<file path="src/cv_ctrl_pkg.sv">
// console side definitions for the hand controller ports
// keypad word positions, the 4-bit key codes read on the control
// lines and the per-port line bundle

package cv_ctrl_pkg;

	// ========================================
	// keypad word
	// ========================================

	// 20 buttons, set bit means pressed, index 0 is the MSB
	typedef logic [0:19] keypad_t;

	// digits 0 to 9 sit at positions 0 to 9
	localparam int KP_DIGIT0 = 0;
	localparam int KP_STAR   = 10;
	localparam int KP_NUMBER = 11;
	localparam int KP_PURPLE = 12;
	localparam int KP_BLUE   = 13;
	localparam int KP_UP     = 14;
	localparam int KP_DOWN   = 15;
	localparam int KP_LEFT   = 16;
	localparam int KP_RIGHT  = 17;
	localparam int KP_FIRE1  = 18;
	localparam int KP_FIRE2  = 19;

	// ========================================
	// controller port lines
	// ========================================

	// active low control lines
	typedef logic [3:0] ctrl_nibble_t;

	typedef struct packed {
		ctrl_nibble_t lines;
		logic         fire_n;
	} ctrl_port_t;

	// codes driven on the lines in keypad mode
	localparam ctrl_nibble_t KEY_0      = 4'b0011;
	localparam ctrl_nibble_t KEY_1      = 4'b1110;
	localparam ctrl_nibble_t KEY_2      = 4'b1101;
	localparam ctrl_nibble_t KEY_3      = 4'b0110;
	localparam ctrl_nibble_t KEY_4      = 4'b0001;
	localparam ctrl_nibble_t KEY_5      = 4'b1001;
	localparam ctrl_nibble_t KEY_6      = 4'b0111;
	localparam ctrl_nibble_t KEY_7      = 4'b1100;
	localparam ctrl_nibble_t KEY_8      = 4'b1000;
	localparam ctrl_nibble_t KEY_9      = 4'b1011;
	localparam ctrl_nibble_t KEY_STAR   = 4'b1010;
	localparam ctrl_nibble_t KEY_NUMBER = 4'b0101;
	localparam ctrl_nibble_t KEY_PURPLE = 4'b0100;
	localparam ctrl_nibble_t KEY_BLUE   = 4'b0010;
	localparam ctrl_nibble_t KEY_NONE   = 4'b1111;

	// what an unselected half puts on the port
	localparam ctrl_port_t CTRL_IDLE = '{lines: KEY_NONE, fire_n: 1'b1};

endpackage

</file>
<file path="src/cv_input_pkg.sv">
// host side definitions for the controller input path
// joystick word layout from the host link and the PS/2 scan codes
// that the keypad emulation reacts to

package cv_input_pkg;

	// ========================================
	// host joystick word
	// ========================================

	// set bit means pressed, bits 20 and up unused
	typedef logic [31:0] host_joy_t;

	localparam int JOY_RIGHT  = 0;
	localparam int JOY_LEFT   = 1;
	localparam int JOY_DOWN   = 2;
	localparam int JOY_UP     = 3;
	localparam int JOY_FIRE1  = 4;
	localparam int JOY_FIRE2  = 5;
	localparam int JOY_STAR   = 6;
	localparam int JOY_NUMBER = 7;
	// digits 0 to 9 occupy bits 8 to 17
	localparam int JOY_DIGIT0 = 8;
	localparam int JOY_PURPLE = 18;
	localparam int JOY_BLUE   = 19;

	// ========================================
	// PS/2 key events
	// ========================================

	typedef logic [7:0] scan_code_t;

	// toggle flips once per make or break event
	typedef struct packed {
		logic       toggle;
		logic       pressed;
		logic       extended;
		scan_code_t code;
	} ps2_key_t;

	// main row digits
	localparam scan_code_t SC_MAIN_0 = 8'h45;
	localparam scan_code_t SC_MAIN_1 = 8'h16;
	localparam scan_code_t SC_MAIN_2 = 8'h1E;
	localparam scan_code_t SC_MAIN_3 = 8'h26;
	localparam scan_code_t SC_MAIN_4 = 8'h25;
	localparam scan_code_t SC_MAIN_5 = 8'h2E;
	localparam scan_code_t SC_MAIN_6 = 8'h36;
	localparam scan_code_t SC_MAIN_7 = 8'h3D;
	localparam scan_code_t SC_MAIN_8 = 8'h3E;
	localparam scan_code_t SC_MAIN_9 = 8'h46;

	// numeric keypad
	localparam scan_code_t SC_PAD_0     = 8'h70;
	localparam scan_code_t SC_PAD_1     = 8'h69;
	localparam scan_code_t SC_PAD_2     = 8'h72;
	localparam scan_code_t SC_PAD_3     = 8'h7A;
	localparam scan_code_t SC_PAD_4     = 8'h6B;
	localparam scan_code_t SC_PAD_5     = 8'h73;
	localparam scan_code_t SC_PAD_6     = 8'h74;
	localparam scan_code_t SC_PAD_7     = 8'h6C;
	localparam scan_code_t SC_PAD_8     = 8'h75;
	localparam scan_code_t SC_PAD_9     = 8'h7D;
	localparam scan_code_t SC_PAD_STAR  = 8'h7C;
	localparam scan_code_t SC_PAD_MINUS = 8'h7B;

	localparam scan_code_t SC_LSHIFT = 8'h12;
	localparam scan_code_t SC_RSHIFT = 8'h59;

endpackage

</file>
<file path="src/cv_controller_port.sv">
// one console hand controller port
// merges the chosen host joystick with the keyboard keypad and drives
// the control lines as selected by the keypad and joystick strobes

`timescale 1ns/1ps

module cv_controller_port
	import cv_input_pkg::*;
	import cv_ctrl_pkg::*;
#(
	parameter int PORT_INDEX = 0
)(
	input  host_joy_t  joy0_i,
	input  host_joy_t  joy1_i,
	input  logic       swap_i,
	input  keypad_t    kbd_keypad_i,
	input  logic       keypad_sel_n_i,
	input  logic       joy_sel_n_i,
	output ctrl_port_t port_o
);

	host_joy_t    joy;
	keypad_t      keypad;
	ctrl_nibble_t key_code;
	ctrl_port_t   keypad_half;
	ctrl_port_t   joy_half;

	// host joystick bits rearranged into keypad positions
	function automatic keypad_t joy_to_keypad(host_joy_t j);
		keypad_t kp;
		kp = '0;
		for (int d = 0; d < 10; d++) begin
			kp[KP_DIGIT0 + d] = j[JOY_DIGIT0 + d];
		end
		kp[KP_STAR]   = j[JOY_STAR];
		kp[KP_NUMBER] = j[JOY_NUMBER];
		kp[KP_PURPLE] = j[JOY_PURPLE];
		kp[KP_BLUE]   = j[JOY_BLUE];
		kp[KP_UP]     = j[JOY_UP];
		kp[KP_DOWN]   = j[JOY_DOWN];
		kp[KP_LEFT]   = j[JOY_LEFT];
		kp[KP_RIGHT]  = j[JOY_RIGHT];
		kp[KP_FIRE1]  = j[JOY_FIRE1];
		kp[KP_FIRE2]  = j[JOY_FIRE2];
		return kp;
	endfunction

	// ========================================
	// joystick select and merge
	// ========================================

	// port 0 normally follows joy0, the others joy1, swap exchanges them
	assign joy = ((PORT_INDEX == 0) ^ swap_i) ? joy0_i : joy1_i;

	assign keypad = joy_to_keypad(joy) | kbd_keypad_i;

	// ========================================
	// keypad priority encoder
	// ========================================

	// lowest position wins, triggers count as keys
	always_comb begin
		casez (keypad[KP_DIGIT0:KP_BLUE])
			14'b1?????????????: key_code = KEY_0;
			14'b01????????????: key_code = KEY_1;
			14'b001???????????: key_code = KEY_2;
			14'b0001??????????: key_code = KEY_3;
			14'b00001?????????: key_code = KEY_4;
			14'b000001????????: key_code = KEY_5;
			14'b0000001???????: key_code = KEY_6;
			14'b00000001??????: key_code = KEY_7;
			14'b000000001?????: key_code = KEY_8;
			14'b0000000001????: key_code = KEY_9;
			14'b00000000001???: key_code = KEY_STAR;
			14'b000000000001??: key_code = KEY_NUMBER;
			14'b0000000000001?: key_code = KEY_PURPLE;
			14'b00000000000001: key_code = KEY_BLUE;
			default:            key_code = KEY_NONE;
		endcase
	end

	// ========================================
	// strobe halves
	// ========================================

	// keypad strobe low, key code plus fire 2
	always_comb begin
		keypad_half = CTRL_IDLE;
		if (!keypad_sel_n_i) begin
			keypad_half.lines  = key_code;
			keypad_half.fire_n = ~keypad[KP_FIRE2];
		end
	end

	// joystick strobe low, up/down/left/right on lines 3..0 plus fire 1
	always_comb begin
		joy_half = CTRL_IDLE;
		if (!joy_sel_n_i) begin
			joy_half.lines  = ~keypad[KP_UP:KP_RIGHT];
			joy_half.fire_n = ~keypad[KP_FIRE1];
		end
	end

	// open collector style wired AND of both halves, lines and fire alike
	assign port_o = keypad_half & joy_half;

endmodule

</file>
<file path="src/cv_controller_top.sv">
// hand controller input path of the console
// one shared keyboard keypad decoder feeding NUM_PORTS controller ports,
// each port is read through its own keypad and joystick strobes

`timescale 1ns/1ps

module cv_controller_top
	import cv_input_pkg::*;
	import cv_ctrl_pkg::*;
#(
	parameter int NUM_PORTS = 2
)(
	input  logic                       clk_sys,
	input  logic                       arst_n_i,
	input  host_joy_t                  joy0_i,
	input  host_joy_t                  joy1_i,
	input  logic                       swap_i,
	input  ps2_key_t                   ps2_key_i,
	// console port 5 strobes
	input  logic [NUM_PORTS-1:0]       keypad_sel_n_i,
	// console port 8 strobes
	input  logic [NUM_PORTS-1:0]       joy_sel_n_i,
	output ctrl_port_t [NUM_PORTS-1:0] ctrl_port_o
);

	keypad_t kbd_keypad;

	// ========================================
	// keyboard emulation
	// ========================================

	cv_keyboard_keypad u_keyboard (
		.clk_sys      (clk_sys),
		.arst_n_i     (arst_n_i),
		.ps2_key_i    (ps2_key_i),
		.kbd_keypad_o (kbd_keypad)
	);

	// ========================================
	// controller ports
	// ========================================

	// keyboard keypad is seen by every player
	for (genvar p = 0; p < NUM_PORTS; p++) begin : g_port
		cv_controller_port #(
			.PORT_INDEX (p)
		) u_port (
			.joy0_i         (joy0_i),
			.joy1_i         (joy1_i),
			.swap_i         (swap_i),
			.kbd_keypad_i   (kbd_keypad),
			.keypad_sel_n_i (keypad_sel_n_i[p]),
			.joy_sel_n_i    (joy_sel_n_i[p]),
			.port_o         (ctrl_port_o[p])
		);
	end

endmodule

</file>
<file path="src/cv_keyboard_keypad.sv">
// PS/2 keyboard to keypad emulation
// watches the toggle bit of the key event and keeps one held flag per
// emulated button, the resulting keypad word goes to every port

`timescale 1ns/1ps

module cv_keyboard_keypad
	import cv_input_pkg::*;
	import cv_ctrl_pkg::*;
(
	input  logic     clk_sys,
	input  logic     arst_n_i,
	input  ps2_key_t ps2_key_i,
	output keypad_t  kbd_keypad_o
);

	logic       toggle_q;
	logic [9:0] digit_q;
	logic       star_q;
	logic       shift_q;
	logic       minus_q;

	logic       key_event;
	logic [9:0] digit_hit;
	logic       star_hit;
	logic       shift_hit;
	logic       minus_hit;

	// ========================================
	// scan code decode
	// ========================================

	// new event whenever toggle differs from the last sample
	assign key_event = ps2_key_i.toggle != toggle_q;

	// extended prefix is ignored, only the code byte matters
	always_comb begin
		digit_hit = '0;
		star_hit  = 1'b0;
		shift_hit = 1'b0;
		minus_hit = 1'b0;
		case (ps2_key_i.code)
			SC_MAIN_0, SC_PAD_0: digit_hit[0] = 1'b1;
			SC_MAIN_1, SC_PAD_1: digit_hit[1] = 1'b1;
			SC_MAIN_2, SC_PAD_2: digit_hit[2] = 1'b1;
			SC_MAIN_3, SC_PAD_3: digit_hit[3] = 1'b1;
			SC_MAIN_4, SC_PAD_4: digit_hit[4] = 1'b1;
			SC_MAIN_5, SC_PAD_5: digit_hit[5] = 1'b1;
			SC_MAIN_6, SC_PAD_6: digit_hit[6] = 1'b1;
			SC_MAIN_7, SC_PAD_7: digit_hit[7] = 1'b1;
			SC_MAIN_8, SC_PAD_8: digit_hit[8] = 1'b1;
			SC_MAIN_9, SC_PAD_9: digit_hit[9] = 1'b1;
			SC_PAD_STAR:         star_hit     = 1'b1;
			SC_LSHIFT, SC_RSHIFT: shift_hit   = 1'b1;
			SC_PAD_MINUS:        minus_hit    = 1'b1;
			default: ;
		endcase
	end

	// ========================================
	// held button state
	// ========================================

	always_ff @(posedge clk_sys or negedge arst_n_i) begin
		if (!arst_n_i) begin
			toggle_q <= 1'b0;
			digit_q  <= '0;
			star_q   <= 1'b0;
			shift_q  <= 1'b0;
			minus_q  <= 1'b0;
		end else begin
			toggle_q <= ps2_key_i.toggle;
			if (key_event) begin
				// make sets, break clears, other buttons keep their state
				digit_q <= (digit_q & ~digit_hit) | ({10{ps2_key_i.pressed}} & digit_hit);
				if (star_hit) begin
					star_q <= ps2_key_i.pressed;
				end
				if (shift_hit) begin
					shift_q <= ps2_key_i.pressed;
				end
				if (minus_hit) begin
					minus_q <= ps2_key_i.pressed;
				end
			end
		end
	end

	// ========================================
	// keypad word
	// ========================================

	always_comb begin
		kbd_keypad_o = '0;
		for (int d = 0; d < 10; d++) begin
			kbd_keypad_o[KP_DIGIT0 + d] = digit_q[d];
		end
		// shift+8 is '*' and shift+3 is '#' on a PC keyboard
		kbd_keypad_o[KP_STAR]   = star_q | (shift_q & digit_q[8]);
		kbd_keypad_o[KP_NUMBER] = minus_q | (shift_q & digit_q[3]);
	end

endmodule

</file>
<file path="config.mk">
export PLATFORM = sky130hd
export DESIGN_NAME = cv_controller_top
export DESIGN_NICKNAME = d
export VERILOG_FILES = /design/src/cv_ctrl_pkg.sv /design/src/cv_input_pkg.sv /design/src/cv_controller_port.sv /design/src/cv_controller_top.sv /design/src/cv_keyboard_keypad.sv
export SDC_FILE = /design/constraint.sdc
export NUM_CORES = 1
export LEC_CHECK = 0
export ABC_AREA = 1
export BUFFER_PORTS_ARGS = -buffer_cell sky130_fd_sc_hd__buf_2
export CORE_AREA = 2 2 82 84
export CTS_CLUSTER_SIZE = 14
export DETAILED_ROUTE_END_ITERATION = 8
export DIE_AREA = 0 0 84 86
export GPL_ROUTABILITY_DRIVEN = 0
export HOLD_SLACK_MARGIN = 0.08
export PLACE_DENSITY_LB_ADDON = 0.05
export SLEW_MARGIN = 20
export SYNTH_ARGS = -nofsm -noshare
export SYNTH_HDL_FRONTEND = slang
export SYNTH_SLANG_ARGS = --single-unit
</file>
<file path="constraint.sdc">
create_clock -name clk_sys -period 1.5 [get_ports clk_sys]
set_input_delay 0.075 -clock clk_sys [delete_from_list [all_inputs] [get_ports clk_sys]]
set_output_delay 0.075 -clock clk_sys [all_outputs]
set_load 0.02 [all_outputs]
</file>
## Yosys cells after proc, flatten, opt, wreduce, memory -nomap -nowiden

Index checks and enable logic that the tools add are counted.

- Input port bits: 82
- Logic and storage cells: 109
- Register bits after elaboration: 14

- Mux-type cells: 21
- Reduce and logical (&&, ||, !) cells: 14
- Bitwise logic cells: 18
- Equality and inequality tests: 51

Operators with widths:

| kind | count |
|---|---|
| 8-bit by 7-bit == test with 1-bit output, second input constant | 15 |
| 4-bit case mux with 14 select lines | 2 |
| 8-bit by 6-bit == test with 1-bit output, second input constant | 6 |
| 20-bit 2-to-1 mux | 2 |
| 20-bit bitwise OR | 2 |
| 14-bit by 1-bit == test with 1-bit output, second input constant | 2 |
| 13-bit by 1-bit == test with 1-bit output, second input constant | 2 |
| 12-bit by 1-bit == test with 1-bit output, second input constant | 2 |
| 8-bit by 5-bit == test with 1-bit output, second input constant | 3 |
| 11-bit by 1-bit == test with 1-bit output, second input constant | 2 |
| 2-bit OR reduction | 11 |
| 10-bit AND | 2 |
| 10-bit by 1-bit == test with 1-bit output, second input constant | 2 |
| 5-bit 2-to-1 mux | 4 |
| 9-bit by 1-bit == test with 1-bit output, second input constant | 2 |
| 8-bit by 1-bit == test with 1-bit output, second input constant | 2 |
| 7-bit by 1-bit == test with 1-bit output, second input constant | 2 |
| 1-bit 2-to-1 mux | 13 |
| 6-bit by 1-bit == test with 1-bit output, second input constant | 2 |
| 5-bit AND | 2 |
| 5-bit by 1-bit == test with 1-bit output, second input constant | 2 |
| 10-bit NOT | 1 |
| 10-bit bitwise OR | 1 |
| 4-bit by 1-bit == test with 1-bit output, second input constant | 2 |
| 8 further kinds | 18 |

## Depth between registers and ports, before layout

Gate-level depths: netlist of run 1.

- Depth after elaboration: 7
- Depth in mapped cells: 14

## Cells and area by module

A second synthesis of run 1 with hierarchy kept.

- Cell total of the unflattened synthesis: 529
- Area, all modules: 2,695.1 sq um

Modules (own cells, without submodules):

| module | seq. area each (sq um) | times used | area each (sq um) | cells each |
|---|---|---|---|---|
| cv_controller_port | 0.0 | 2 | 858.3 | 187 |
| cv_keyboard_keypad | 350.3 | 1 | 978.4 | 155 |

## Worst setup path before layout of run 1

No wires, ideal clock.

- Path type: reg2out
- From: register (tool-made name)
- To: output port ctrl_port_o[1] (netlist name)
- Stages on the path, launching flop included: 10
- Data required time: 1.425 ns
- Arrival time: 1.574 ns
- Slack: -0.149 ns
- Cell sequence: dfrtp_1 > inv_1 > nand3_1 > nor2_1 > nand2_1 > nor2_4 > nand3_1 > inv_1 > nand3_2 > a21oi_1

RTL lines:

| element | RTL line | source |
|---|---|---|
| end: declaration | cv_controller_top.sv:23 | `output ctrl_port_t [NUM_PORTS-1:0] ctrl_port_o` |

==> results of run 1 <==
## power breakdown
part	internal, mW	switching, mW	total [mW]
clock	0.178	0.133	0.311
combinational	0.442	0.610	1.05
sequential	0.424	0.0252	0.449
## worst register-to-register path, stage by stage (launching register included)
cell	delay, ns
dfrtp_1	0.39
xor2_2	0.21
inv_2	0.12
nor4_4	0.18
nand3_1	0.10
o21ai_0	0.11
nand2_1	0.07
o21ai_0	0.08
## stage by stage
| step | cell area [µm²] | utilization (%) | TNS, ns |
|---|---|---|---|
| final | 3650 | 58.1 | -3.52 |
| after global placement | 3310 | 52.7 | -2.34 |
| after floorplan | 2540 | - | -0.0364 |
| after CTS | 3550 | 56.6 | -3.55 |
| after detailed placement | 3310 | 52.7 | -2.51 |
| after global routing | 3650 | 58.1 | -4.66 |
## metal layers
layer | wire length [µm] | part of all wire, % | vias to the layer above | GRT usage (%)
li1 | - | - | 1788 | -
met1 | 4060 | 48 | 1507 | 31.7
met2 | 3910 | 46 | 93 | 40.6
met3 | 361 | 4.3 | 8 | 1.92
met4 | 108 | 1.3 | 0 | 4.11
met5 | 0 | 0 | - | 0
## cells in the mapped netlist, drive strengths merged
cell type / number
a211oi: 2
buf: 7
nor2: 116
clkbuf: 3
a32oi: 2
o31ai: 2
nand3: 39
nand3b: 2
nand2: 162
o21ai: 32
inv: 73
nand4: 4
o21bai: 1
a31oi: 3
nor3: 8
nor4: 1
xor2: 1
or2: 2
a21oi: 20
o211ai: 1
dfrtp: 14
## cell families after synthesis
logic type | synth area share, %
AOI/OAI and AO/OA | 14.1
xor gates and xnor gates | 0.656
buffers and inverters | 14.1
DFF | 14.1
and+or+nand+nor | 57.0
## worst min-delay path by stage
stage	end	slack (ns)	start
floorplan	async pin	-0.22	arst_n_i
CTS	register	0.17	ps2_key_i[9]
global placement	async pin	-0.009	arst_n_i
global route	register	0.19	ps2_key_i[9]
finish	register	0.17	ps2_key_i[9]
detailed placement	async pin	0.004	arst_n_i
## final cells by class
class	instances	area share, %
timing repair buffer	128	23.5
clock buffer	3	1.13
inverter	73	7.52
multi-input combinational	398	55.6
tap	77	2.64
sequential	14	9.61
## layout by cell type (no fill, tap or decap), types with 4 or more instances in the layout
cell type / instances
nand2_1: 150
nor2_1: 80
inv_1: 62
buf_2: 59
buf_4: 59
nand3_1: 29
o21ai_0: 27
nor2_2: 22
nor2_4: 14
dfrtp_1: 14
a21oi_1: 13
nand2_2: 11
inv_2: 11
nand3_2: 8
nor3_1: 8
buf_6: 7
nand4_1: 4
a21oi_2: 4
## repair_timing
| item | CTS | global route |
|---|---|---|
| hold buffers | 2 | 0 |
| pin swaps | 5 | 10 |
| hold endpoints to repair | 15 | 0 |
| setup endpoints to repair | 8 | 16 |
| buffers inserted | 7 | 0 |
| gates cloned | 0 | 0 |
| gates resized for setup | 44 | 27 |
==> impl_metrics.yaml, run 1 <==
global_routing:
  grt_usage_pct: 23.2
  grt_overflow: 0
  grt_start_max_net_pins: 28
  grt_pass1_vias: 3104
  antenna_found_initial: 0
  grt_pass1_wl_mm: 13.9
timing:
  finalHoldViolCount: 0
  fin_crit_sh_pct: 131
  slew-limit-headroom_pct: 72.9
  layout_min_cycle_time_ns: 1.97
  finClkSkew_ns: 0.00379
  tightest_slew_ns: 0.404
  rsz0062_at_grt: "true"
  maxSlewViolCount: 0
  setup_viol_count_final: 8
  whs_ns: 0.165
  fmax_ghz: 0.508
  setup_ws_ns: -0.468
pwr:
  power_mw: 1.81
  vdd_drop_max_uv: 338
  p_per_area_nw_per_um2: 497
  leakagePower_nw: 1.86
final_layout:
  final_layout_size_suffix_gt1_share_pct: 34.3
  stdcell_count: 693
  antenna_cells: 0
  nets: 700
  syn_to_final_growth_pct: 47.0
  register_area_um2: 350
  multi_input_area_um2: 2030
  final.fill_count: 682
worst_setup_path:
  critPathTopFamily: "simple AND/OR/NAND/NOR gates"
  cpPeakStageDelay_ns: 0.37
  worstPathArrival_ns: 1.89
  crit_top_cell: "nand2_1"
  ff2ff_path_depth: 7
  path_buf_inv: 3
  critPathCaptureType: "primary output"
  crit_cells: 11
  endpoint: "ctrl_port_o[1]"
  crit_required_ns: 1.42
  crit_type: "reg -> out"
  path_cells: "inv_2, nand2_1, nor2_4, nand2_2, o21bai_1, nand2_1, inv_1, nor2_2, nand3_4, a21oi_4, buf_6"
  crit_slowest_cell: "dfrtp_1"
  reg2reg_slack_ns: 0.15
  r2r-start: "u_keyboard.toggle_q"
  cp-start-kind: "register"
  cp_max_fo: 3
yosys:
  syn_inst: 495
  syn_nets: 577
  netlist_area_um2: 2480
  postSynthAreaPerCell_um2: 5.01
  synth_top_area_share_pct: 24.4
  synth_area_leaders: "nand2_1 24%, nor2_1 15%, dfrtp_1 14%"
  synth_cell_types: 30
  ys_ff_latch: 14
  synth_warnings: 0
  synth_area_leader_cell: "nand2_1"
  ys_seq_area_share_pct: 14.1
detailed_routing:
  ant_nets: 0
  wl_per_cell_um: 12.2
  drc: 0
  vias_per_cell: 4.90
  wl_mm: 8.44
  vias: 3396
  drt-initial-drc-count: 145
  drtPass1Iterations: 5
clock_network:
  clk_pin_slew_ns: 0.06
  cts_sinks: 14
  cts_made_buffers: 3
  insertion_delay_ns: 0.24
  root_buffer: "clkbuf_8"
  cts_tree: "built"
  clock_path_buffers: 2
  h-tree-depth: 1
placed_design:
  dp_worst_setup_slack_ns: -0.368
  io_buffers: 66
  dp_hpwl_mm: 7.10
  placed_cells: 681
floorplan:
  rows: 29
  dieArea_um2: 7220
  start_util_pct: 39.5
  coreArea_um2: 6280
  die_h_um: 86
  io_pins: 92
  dieWidth_um: 84
status:
  violations: "setup timing"
  status: "finished with violations"
min_path:
  hold_depth: 3
  hp-class: "in -> reg"
flow_run:
  drv_cap: 0
(Power assumes the default switching activity.)
==> run 2: changes to the inputs <==
Settings changed: SETUP_SLACK_MARGIN from default to 0.4.
==> run 2 against run 1 <==
  * The run still ends with setup timing left
  * Worst setup slack got worse by 0.050 ns
  * Sequential share of layout area is 0.67 points lower
  * Clock skew fell by 0.0031 ns
  * Count of clock-buffer cells in the layout grew 1
  * Die area stayed put
  * Fmax shrank 2.5%
  * Critical endpoint is now ctrl_port_o[8]
==> impl_metrics.yaml, run 2 (synthesis gave the netlist of run 1 again) <==
detailed_routing:
  ant_nets: 0
  drc: 0
  vias_per_cell: 5.14
  drt-initial-drc-count: 231
  vias: 3549
  drtPass1Iterations: 5
  wl_per_cell_um: 13.4
  wl_mm: 9.23
final_layout:
  final_common_cell: "nand2_1"
  final_cell_mix: "138 x nand2_1, 72 x nor2_1, 60 x inv_1"
  antenna_cells: 0
  final_layout_size_suffix_gt1_share_pct: 41.4
  fin_area_um2: 3950
  nets: 696
  syn_to_final_growth_pct: 59.1
worst_setup_path:
  crit_required_ns: 1.42
  cp_max_fo: 6
  worstPathArrival_ns: 1.94
  cp-start-kind: "register"
  crit_type: "reg -> out"
  critPathCaptureType: "primary output"
timing:
  rsz0062_at_grt: "true"
  layout_min_cycle_time_ns: 2.02
  fin_tns_setup_ns: -3.91
  finClkSkew_ns: 0.000706
  setup_ws_ns: -0.519
  fin_crit_sh_pct: 135
  tightest_slew_ns: 0.485
  fmax_ghz: 0.495
  slew-limit-headroom_pct: 67.5
  setup_viol_count_final: 8
  whs_ns: 0.155
  maxSlewViolCount: 0
  finalHoldViolCount: 0
floorplan:
  start_util_pct: 39.5
  rows: 29
  dieWidth_um: 84
  die_h_um: 86
  dieArea_um2: 7220
  io_pins: 92
  coreArea_um2: 6280
global_routing:
  grt_pass1_vias: 3240
  grt_start_max_net_pins: 32
  grt_overflow: 0
  grt_usage_pct: 24.5
  grt_pass1_wl_mm: 14.8
  antenna_found_initial: 0
clock_network:
  clock_path_buffers: 2
  clk_pin_slew_ns: 0.06
  cts_tree: "built"
  cts_made_buffers: 3
  cts_sinks: 14
  root_buffer: "clkbuf_8"
  h-tree-depth: 1
  insertion_delay_ns: 0.25
min_path:
  hp-class: "in -> reg"
pwr:
  leakagePower_nw: 1.91
  vdd_drop_max_uv: 579
  p_per_area_nw_per_um2: 510
status:
  violations: "setup timing"
  status: "finished with violations"
placed_design:
  dp_hpwl_mm: 7.10
  dpl-instance-area_um2: 3360
  io_buffers: 66
flow_run:
  drv_cap: 0
-- run 2: cell types whose count changed in the layout (fill, tap and decap cells not counted), sizes merged --
cell,change
clkbuf,+3
buf,-6
-- run 2: worst paths after layout --
| check | from | endpoint | slack [ns] | depth (start not counted) |
|---|---|---|---|---|
| worst min register to register | u_keyboard.minus_q | u_keyboard.minus_q | 0.51 | 2 |
| worst min-delay path | ps2_key_i[9] | register | 0.16 | 3 |
| max in group asynchronous | arst_n_i | u_keyboard.toggle_q | 0.95 | 2 |
| worst max register to register | u_keyboard.toggle_q | register | 0.07 | 7 |
| worst max-delay path | register | ctrl_port_o[8] | -0.52 | 13 |
| min in group asynchronous | arst_n_i | async pin | 0.26 | 2 |
-- run 2: stage by stage --
| stage | std cells | power, mW | worst slack [ns] | utilization, % |
|---|---|---|---|---|
| after floorplan | 495 | 1.02 | -0.00250 | - |
| after global placement | 672 | 1.42 | -0.298 | 53.5 |
| after detailed placement | 672 | 1.42 | -0.324 | 53.5 |
| after CTS | 684 | 1.89 | -0.514 | 58.5 |
| after global routing | 690 | 2.16 | -0.649 | 62.9 |
| final | 690 | 2.01 | -0.519 | 62.9 |
-- run 2: area by class of cell --
type	count	area, µm²
fillers	561	2330
well taps	77	96.3
inverters	73	279
multi-input cells	398	2290
flip-flops and latches	14	353
clock buffers	4	55.1
repair buffers	124	873
-- run 2: layer usage --
metal | global-route usage [%] | vias to the layer above | wire [µm]
met4 | 3.37 | 0 | 83
met2 | 41.8 | 156 | 4300
li1 | - | 1786 | -
met3 | 2.31 | 10 | 628
met5 | 0 | - | 0
met1 | 34.5 | 1597 | 4220
-- run 2: timing repair --
item,in CTS,in global routing
hold endpoints to repair,15,0
endpoints found under the setup margin,20,23
hold buffers,2,0
gates resized for setup,55,59
pin swaps,18,17
cloned,0,1
buffers inserted,6,5
-- run 2: worst max-delay path: stages, from the launching register on --
cell and delay, ns:
dfrtp_1 0.40, inv_2 0.13, nand2_2 0.08, nor2_4 0.13, nand2_2 0.08, nor2_4 0.18
nand2_2 0.08, nor2_1 0.10, nand2_1 0.07, nand2_2 0.07, nor2_1 0.04, nor2_1 0.14
nor2_2 0.05, buf_6 0.13
-- run 2: power by group --
group / leakage [nW] / internal (mW) / switching (mW)
clock: 0.0288 / 0.233 / 0.140
combinational: 1.72 / 0.495 / 0.685
sequential: 0.158 / 0.425 / 0.0358
